<file path="config.mk">
export PLATFORM = sky130hd
export DESIGN_NAME = riu_bridge_top
export DESIGN_NICKNAME = d
export VERILOG_FILES = /design/src/logic/riu_bridge_pkg.sv /design/src/logic/riu_bridge_top.sv /design/src/logic/riu_port.sv /design/src/logic/riu_txn_tracker.sv /design/src/logic/io_bus_decode.sv
export SDC_FILE = /design/constraint.sdc
export NUM_CORES = 1
export LEC_CHECK = 0
export BUFFER_PORTS_ARGS = -buffer_cell sky130_fd_sc_hd__buf_2
export CAP_MARGIN = 20
export CORE_MARGIN = 2
export CORE_UTILIZATION = 35
export CTS_CLUSTER_SIZE = 24
export DETAILED_ROUTE_END_ITERATION = 8
export PLACE_DENSITY_LB_ADDON = 0.12
export SYNTH_ARGS = -nofsm -noshare
export SYNTH_HDL_FRONTEND = slang
export SYNTH_SLANG_ARGS = --single-unit
</file>
<file path="constraint.sdc">
create_clock -name clk_riu -period 2.3 [get_ports clk_riu]
set_clock_uncertainty 0.2 [all_clocks]
set_input_delay 0.46 -clock clk_riu [delete_from_list [all_inputs] [get_ports clk_riu]]
set_output_delay 0.46 -clock clk_riu [all_outputs]
set_load 0.01 [all_outputs]
</file>
<file path="src/logic/riu_bridge_pkg.sv">
package riu_bridge_pkg;

  // Processor IO bus
  typedef logic [31:0] bus_addr_t;             // Byte address from the soft processor
  typedef logic [31:0] bus_data_t;             // Read and write word

  // PHY register interface
  typedef logic [15:0] riu_data_t;             // RIU register data
  typedef logic [7:0]  riu_addr_t;             // Register address inside a nibble
  typedef logic [3:0]  riu_nibble_t;           // Nibble select within the bank

  // Address map, decoded on the registered bus address
  parameter logic [7:0] RIU_REGION    = 8'hDB;         // Top byte of every RIU access
  parameter bus_addr_t  SOFT_RST_ADDR = 32'hEF00_0000; // Firmware soft reset register

  // Read completes this many cycles after the strobe is tracked
  // Covers PHY input buffer, data out, PHY output buffer, input buffer and channel mux
  parameter int RIU_RD_DELAY = 5;

  // Cycles before the write waits on the channel valid
  // PHY drops valid within this window on a failed write
  parameter int RIU_WR_DELAY = 3;

endpackage
</file>
<file path="src/logic/riu_bridge_top.sv">
`timescale 1ns/10ps

module riu_bridge_top
  import riu_bridge_pkg::*;
#(
  parameter int CH_NUM = 4
) (
  input  logic                      clk_riu,
  input  logic                      rst_riu,
  // Processor IO bus
  input  logic                      io_addr_strobe,
  input  logic                      io_read_strobe,
  input  logic                      io_write_strobe,
  input  bus_addr_t                 io_address,
  input  bus_data_t                 io_write_data,
  output bus_data_t                 io_read_data,
  output logic                      io_ready,
  input  logic [$clog2(CH_NUM)-1:0] ch_idx,
  // PHY register interface
  output riu_nibble_t               riu_nibble,
  output riu_addr_t                 riu_addr,
  output riu_data_t                 riu_wr_data,
  input  riu_data_t [CH_NUM-1:0]    riu_rd_data,
  output logic [CH_NUM-1:0]         riu_rd_strobe,
  output logic [CH_NUM-1:0]         riu_wr_strobe,
  input  logic [CH_NUM-1:0]         riu_valid,
  // Soft reset for the bank PLL
  output logic                      ub_rst_out
);

  logic      rd_launch;
  logic      wr_launch;
  bus_addr_t addr_q;
  bus_data_t wdata_q;
  riu_data_t rd_word;
  logic      sel_valid;
  logic      rd_done;
  logic      wr_done;

  io_bus_decode u_decode (
    .clk_riu         (clk_riu),
    .rst_riu         (rst_riu),
    .io_addr_strobe  (io_addr_strobe),
    .io_read_strobe  (io_read_strobe),
    .io_write_strobe (io_write_strobe),
    .io_address      (io_address),
    .io_write_data   (io_write_data),
    .io_read_data    (io_read_data),
    .io_ready        (io_ready),
    .ub_rst_out      (ub_rst_out),
    .rd_launch       (rd_launch),
    .wr_launch       (wr_launch),
    .addr_q          (addr_q),
    .wdata_q         (wdata_q),
    .rd_word         (rd_word),
    .rd_done         (rd_done),
    .wr_done         (wr_done)
  );

  riu_txn_tracker u_tracker (
    .clk_riu   (clk_riu),
    .rst_riu   (rst_riu),
    .rd_launch (rd_launch),
    .wr_launch (wr_launch),
    .sel_valid (sel_valid),
    .rd_done   (rd_done),
    .wr_done   (wr_done)
  );

  riu_port #(
    .CH_NUM (CH_NUM)
  ) u_port (
    .clk_riu       (clk_riu),
    .rst_riu       (rst_riu),
    .rd_launch     (rd_launch),
    .wr_launch     (wr_launch),
    .addr_q        (addr_q),
    .wdata_q       (wdata_q),
    .ch_idx        (ch_idx),
    .riu_rd_data   (riu_rd_data),
    .riu_valid     (riu_valid),
    .riu_rd_strobe (riu_rd_strobe),
    .riu_wr_strobe (riu_wr_strobe),
    .riu_nibble    (riu_nibble),
    .riu_addr      (riu_addr),
    .riu_wr_data   (riu_wr_data),
    .rd_word       (rd_word),
    .sel_valid     (sel_valid)
  );

endmodule

</file>
<file path="src/logic/riu_port.sv">
`timescale 1ns/10ps

module riu_port
  import riu_bridge_pkg::*;
#(
  parameter int CH_NUM = 4           // PHY channels behind this bridge
) (
  input  logic                      clk_riu,
  input  logic                      rst_riu,
  // From the bus decode
  input  logic                      rd_launch,
  input  logic                      wr_launch,
  input  bus_addr_t                 addr_q,
  input  bus_data_t                 wdata_q,
  input  logic [$clog2(CH_NUM)-1:0] ch_idx,        // Channel of the current access
  // PHY side
  input  riu_data_t [CH_NUM-1:0]    riu_rd_data,
  input  logic [CH_NUM-1:0]         riu_valid,
  output logic [CH_NUM-1:0]         riu_rd_strobe,
  output logic [CH_NUM-1:0]         riu_wr_strobe,
  output riu_nibble_t               riu_nibble,
  output riu_addr_t                 riu_addr,
  output riu_data_t                 riu_wr_data,
  // Towards decode and tracker
  output riu_data_t                 rd_word,       // Selected data, two registers deep
  output logic                      sel_valid      // Selected valid, one register deep
);

  logic [CH_NUM-1:0]      rd_onehot;
  logic [CH_NUM-1:0]      wr_onehot;
  riu_data_t [CH_NUM-1:0] rd_data_q;               // All channels, before the mux
  logic [CH_NUM-1:0]      valid_q;

  // One hot strobe at the addressed channel
  always_comb begin
    rd_onehot         = '0;
    wr_onehot         = '0;
    rd_onehot[ch_idx] = rd_launch;
    wr_onehot[ch_idx] = wr_launch;
  end

  always_ff @(posedge clk_riu or posedge rst_riu) begin
    if (rst_riu) begin
      riu_rd_strobe <= '0;
      riu_wr_strobe <= '0;
    end else begin
      riu_rd_strobe <= rd_onehot;
      riu_wr_strobe <= wr_onehot;
    end
  end

  // RIU fields, aligned with the strobe
  always_ff @(posedge clk_riu) begin
    riu_nibble  <= addr_q[15:12];
    riu_addr    <= addr_q[11:4];
    riu_wr_data <= wdata_q[15:0];     // Upper half of the bus word is ignored
  end

  // Return path buffers
  always_ff @(posedge clk_riu) begin
    rd_data_q <= riu_rd_data;
    valid_q   <= riu_valid;
    rd_word   <= rd_data_q[ch_idx];   // Second stage after the channel mux
  end

  assign sel_valid = valid_q[ch_idx];

endmodule

</file>
<file path="src/logic/riu_txn_tracker.sv">
`timescale 1ns/10ps

module riu_txn_tracker
  import riu_bridge_pkg::*;
(
  input  logic clk_riu,
  input  logic rst_riu,
  input  logic rd_launch,            // From the bus decode
  input  logic wr_launch,
  input  logic sel_valid,            // Selected channel valid, registered once
  output logic rd_done,
  output logic wr_done
);

  // Stage 0 of each line runs in step with the PHY strobe
  localparam int RD_DEPTH = RIU_RD_DELAY + 1;
  // One more stage on writes so the wait starts after valid has settled
  localparam int WR_DEPTH = RIU_WR_DELAY + 2;

  logic [RD_DEPTH-1:0] rd_pipe;      // Several reads may be in flight
  logic [WR_DEPTH-1:0] wr_pipe;
  logic                valid_wait;   // Write issued, waiting on channel valid

  // Launch delay lines
  always_ff @(posedge clk_riu or posedge rst_riu) begin
    if (rst_riu) begin
      rd_pipe <= '0;
      wr_pipe <= '0;
    end else begin
      rd_pipe <= {rd_pipe[RD_DEPTH-2:0], rd_launch};
      wr_pipe <= {wr_pipe[WR_DEPTH-2:0], wr_launch};
    end
  end

  // Reads always complete after the fixed delay
  assign rd_done = rd_pipe[RD_DEPTH-1];

  // Write wait flag
  always_ff @(posedge clk_riu or posedge rst_riu) begin
    if (rst_riu) begin
      valid_wait <= 1'b0;
    end else if (wr_pipe[WR_DEPTH-1]) begin
      valid_wait <= 1'b1;
    end else if (wr_done) begin
      valid_wait <= 1'b0;            // Cleared once the write is answered
    end
  end

  // A failed write holds valid low, so the flag just stays up
  assign wr_done = valid_wait & sel_valid;

endmodule

</file>
<file path="src/logic/io_bus_decode.sv">
`timescale 1ns/10ps

module io_bus_decode
  import riu_bridge_pkg::*;
(
  input  logic      clk_riu,
  input  logic      rst_riu,
  // Processor IO bus
  input  logic      io_addr_strobe,
  input  logic      io_read_strobe,
  input  logic      io_write_strobe,
  input  bus_addr_t io_address,
  input  bus_data_t io_write_data,
  output bus_data_t io_read_data,
  output logic      io_ready,
  output logic      ub_rst_out,      // Soft reset level set by firmware
  // Towards the RIU port and the tracker
  output logic      rd_launch,       // RIU read accepted, one cycle
  output logic      wr_launch,       // RIU write accepted, one cycle
  output bus_addr_t addr_q,
  output bus_data_t wdata_q,
  // Completion side
  input  riu_data_t rd_word,         // Selected channel read data
  input  logic      rd_done,
  input  logic      wr_done
);

  logic      addr_strobe_q;          // Bus strobes, one cycle behind the bus
  logic      read_strobe_q;
  logic      write_strobe_q;
  logic      riu_hit;                // Registered address is in the RIU region
  logic      soft_rst_hit;           // Registered address is the soft reset register
  bus_data_t read_mux;

  // Bus strobes and address
  always_ff @(posedge clk_riu or posedge rst_riu) begin
    if (rst_riu) begin
      addr_strobe_q  <= 1'b0;
      read_strobe_q  <= 1'b0;
      write_strobe_q <= 1'b0;
      addr_q         <= '0;
    end else begin
      addr_strobe_q  <= io_addr_strobe;
      read_strobe_q  <= io_read_strobe;
      write_strobe_q <= io_write_strobe;
      addr_q         <= io_address;    // Held by the master until io_ready
    end
  end

  always_ff @(posedge clk_riu) begin
    wdata_q <= io_write_data;
  end

  // Region decode on the top address byte
  assign riu_hit      = (addr_q[31:24] == RIU_REGION);
  assign soft_rst_hit = (addr_q == SOFT_RST_ADDR);

  // Launch pulses, only for the RIU region
  // Any other address starts nothing and gets no reply
  assign rd_launch = addr_strobe_q & read_strobe_q & riu_hit;
  assign wr_launch = addr_strobe_q & write_strobe_q & riu_hit;

  // Firmware soft reset, bit 0 of the write word
  always_ff @(posedge clk_riu or posedge rst_riu) begin
    if (rst_riu) begin
      ub_rst_out <= 1'b0;
    end else if (addr_strobe_q && write_strobe_q && soft_rst_hit) begin
      ub_rst_out <= wdata_q[0];        // No io_ready for this write
    end
  end

  // Read word, zero extended RIU data or zero outside the region
  always_comb begin
    read_mux = '0;
    if (riu_hit) begin
      read_mux = {{($bits(bus_data_t) - $bits(riu_data_t)){1'b0}}, rd_word};
    end
  end

  // Response to the bus, data and ready on the same edge
  always_ff @(posedge clk_riu or posedge rst_riu) begin
    if (rst_riu) begin
      io_read_data <= '0;
      io_ready     <= 1'b0;
    end else begin
      io_read_data <= read_mux;
      io_ready     <= rd_done | wr_done;  // Single cycle pulse per access
    end
  end

endmodule

</file>
==> results.md <==
- Worst path bufs/invs: 0
- Share of layout cells above drive strength 1: 37.2%
- GRT Util Overall: a little over an eighth
- Vias: about 3,300
- Max-slew violations: 0
- CP max stage delay: between 0.3 and 0.4 ns
- Die height: 126 um
- Vias in the first global route: 3,542
- Area added between synthesis and finish: 57.0%
- CTS sink cnt: 201
- Setup TNS: 0 ns
- RePlAce Congestion: between 0.6 and 0.7
- Crit path capture type: flop
- Detailed Place HPWL: 6560 um
- Initial Util: a little over a third
- Post-place setup slack: about 0.5 ns
- Cell accounting for the most synthesized area: dfxtp_1
- CTS tree: built
- Std cell rows: 44
- # placed instances: 650
- Largest net degree at the start of global routing: 74
- Antenna Violating Nets Remaining: 0
- CP top delay family: simple AND/OR/NAND/NOR gates
- Die W: 126 um
- Pre-Repair DR Iteration Count: 4
- Final worst setup slack: 0.512 ns
- Synth Area per Inst: 18.0 um2
- Post-synthesis cell area: 5240 um2
- Post-DR vias/cell: between 4 and 5
- CORE AREA: 14,600 um2
- Worst-path cell chain: nor4_1 > nand4_1 > nor4_2 > mux2_1
- I/O pin cnt: between 200 and 250
- Flops & latches, synth: roughly 200
- Reg clk slew, reported paths: 0.06 ns
- Final min period: 1.79 ns
- Clock Latency Late Sink: 0.48 ns
- # diodes: 0
- Fin Hold WS: 0.126 ns
- Buffers on Ports: 176
- Cell Count, Final, Fillers Out: 808
- Max rail drop VDD: 0.000506 V
- Top post-synthesis cells by area: dfxtp_1, dfrtp_1, mux4_2
- First-pass GRT wire length: between 15,000 and 20,000 um
- Top cell type's share of synthesized area: 48.9%
- P_leak: 3.92 nW
- Max clock buf depth: 3
- Min-Delay Path Class: reg2reg
- Max FO, Critical Path: 2
- Status: finished, final reports clean
- Max Cap Viol: 0
- Yosys warns: 0
- DRC Markers: 0
- Worst path slowest cell: dfrtp_1
- Total Nets Final: roughly 750
- Initial antenna violation count: 0
- Post-synth cell types: 25
- Synthesized instance count: 291
- Routed length per placed instance: 13.2 um
- Sequential share of the synthesized area: 83.7%
- RSZ-0062 raised after global routing: no
- Req. time, crit path: between 2 and 2.5 ns
- H-tree depth: 1
- CP Launch Type: flop
- Fmax: between 0.5 and 0.6 GHz
- WP data arrival: 1.95 ns
- Fraction of the cycle the final worst path needs: 77.8%
- Final setup violation count: 0
- Clock root cell: clkbuf_16
- Num CTS Buffers: 21
- Die ar.: 16,000 um2
- Critical path type: reg2reg
- Post-CTS sizing: 0
- Layout Utilization: 56.4%
- Final hold violations: 0
- DR iter-0 viols: 106
- Routed Wire Length: 10,600 um
- GR Overflow Total: 0
- Power per cell area: 906 nW/um2
-- placed cells by master, fill, tap and decap left out, types with 3 or more instances in the layout --
cell           instances
nor2_1                 6
buf_4                  3
clkinv_2               3
mux4_2                17
dlygate4sd3_1        120
nand2_1                3
buf_2                176
nor3_1                 3
dfrtp_1               73
clkbuf_1               8
conb_1                16
clkbuf_16             24
and2_1                16
dfxtp_1              128
nor4_1                 5
nand2b_1               3
inv_1                  3
-- cells by family after synthesis --
logic type	Yosys count	synth area share (%)
multiplexers	18	7.52
AND/OR/NAND/NOR	44	5.30
AO/OA/AOI/OAI	2	0.287
buffers and inverters	25	3.08
other	1	0.0715
flip-flops	201	83.7
-- worst reg2reg max path, stage by stage, from the launching register on --
cell and delay (ns):
dfrtp_1 0.37, nor4_1 0.33, nand4_1 0.16, nor4_2 0.25, mux2_1 0.35
-- sequential cells by signal (all words and copies together), names as in the netlist --
signal,flops
u_decode.addr_strobe_q,1
u_tracker.rd_pipe,6
u_decode.wdata_q,16
u_decode.write_strobe_q,1
u_port.rd_data_q,64
u_tracker.valid_wait,1
u_port.rd_word,16
u_tracker.wr_pipe,5
u_port.riu_wr_data,16
u_decode.io_ready,1
u_port.riu_rd_strobe,4
u_port.valid_q,4
u_decode.read_strobe_q,1
u_port.riu_wr_strobe,4
u_decode.ub_rst_out,1
u_decode.addr_q,32
u_port.riu_nibble,4
u_port.riu_addr,8
u_decode.io_read_data,16
-- timing repair --
item                      in CTS  in global routing
hold endpoints to repair     192                  0
setup buffers                  0                  0
hold buffers                 120                  0
-- metal layers --
layer / part of all wire [%] / wire (um) / track usage, % / vias to the layer above
met4: 1.9 / 206 / 4.01 / 0
met5: 0 / 0 / 0 / -
met3: 6.5 / 689 / 3.96 / 15
met2: 54 / 5720 / 24.6 / 127
li1: - / - / - / 1573
met1: 38 / 4020 / 14.8 / 1538
-- stage by stage --
stage | power [W] | instance area (um2)
floorplan | 0.00391 | 5300
global placement | 0.00404 | 6330
detailed placement | 0.00406 | 6330
CTS | 0.00757 | 8230
global route | 0.00777 | 8230
finish | 0.00746 | 8230
-- path summary, 6_finish.rpt --
kind	from	to	slack [ns]	depth (start not counted)
max	u_decode.addr_q[13]	u_decode.ub_rst_out	0.51	4
min in group asynchronous	rst_riu	u_decode.io_ready	0.42	4
min reg2reg	u_decode.wdata_q[6]	u_port.riu_wr_data[6]	0.13	0
max in group asynchronous	rst_riu	u_decode.io_read_data[13]	1.15	4
min	u_decode.wdata_q[6]	u_port.riu_wr_data[6]	0.13	0
max reg2reg	u_decode.addr_q[13]	u_decode.ub_rst_out	0.51	4
-- synth_stat cells --
cell type / number
nor4_2: 1
nor3_1: 3
mux4_2: 17
nand2_1: 3
inv_1: 4
dfrtp_1: 73
nor4bb_1: 1
a21o_1: 1
and2_1: 16
nor2_1: 6
dfxtp_1: 128
clkbuf_2: 1
nor4_1: 5
mux2_1: 1
nand4_1: 1
nand3_2: 1
buf_2: 2
nand2b_1: 3
nand4b_1: 1
nand3_1: 2
conb_1: 1
buf_4: 17
o21bai_1: 1
buf_1: 1
nor4_4: 1
-- final cells by class --
class | count | area, um2
timing repair buffer | 301 | 2140
clock buffer | 33 | 644
tap | 184 | 230
fill | 1174 | 6360
sequential | 201 | 4390
multi-input combinational | 80 | 747
inverter | 4 | 18.8
clock inverter | 5 | 53.8
-- power breakdown --
part           internal, W  switching, W  leakage, nW
logic             0.000282      0.000148         1.56
registers          0.00367     0.0000414         2.02
clock network      0.00204       0.00127        0.343
total              0.00599       0.00146         3.92
(Power assumes the default switching activity.)
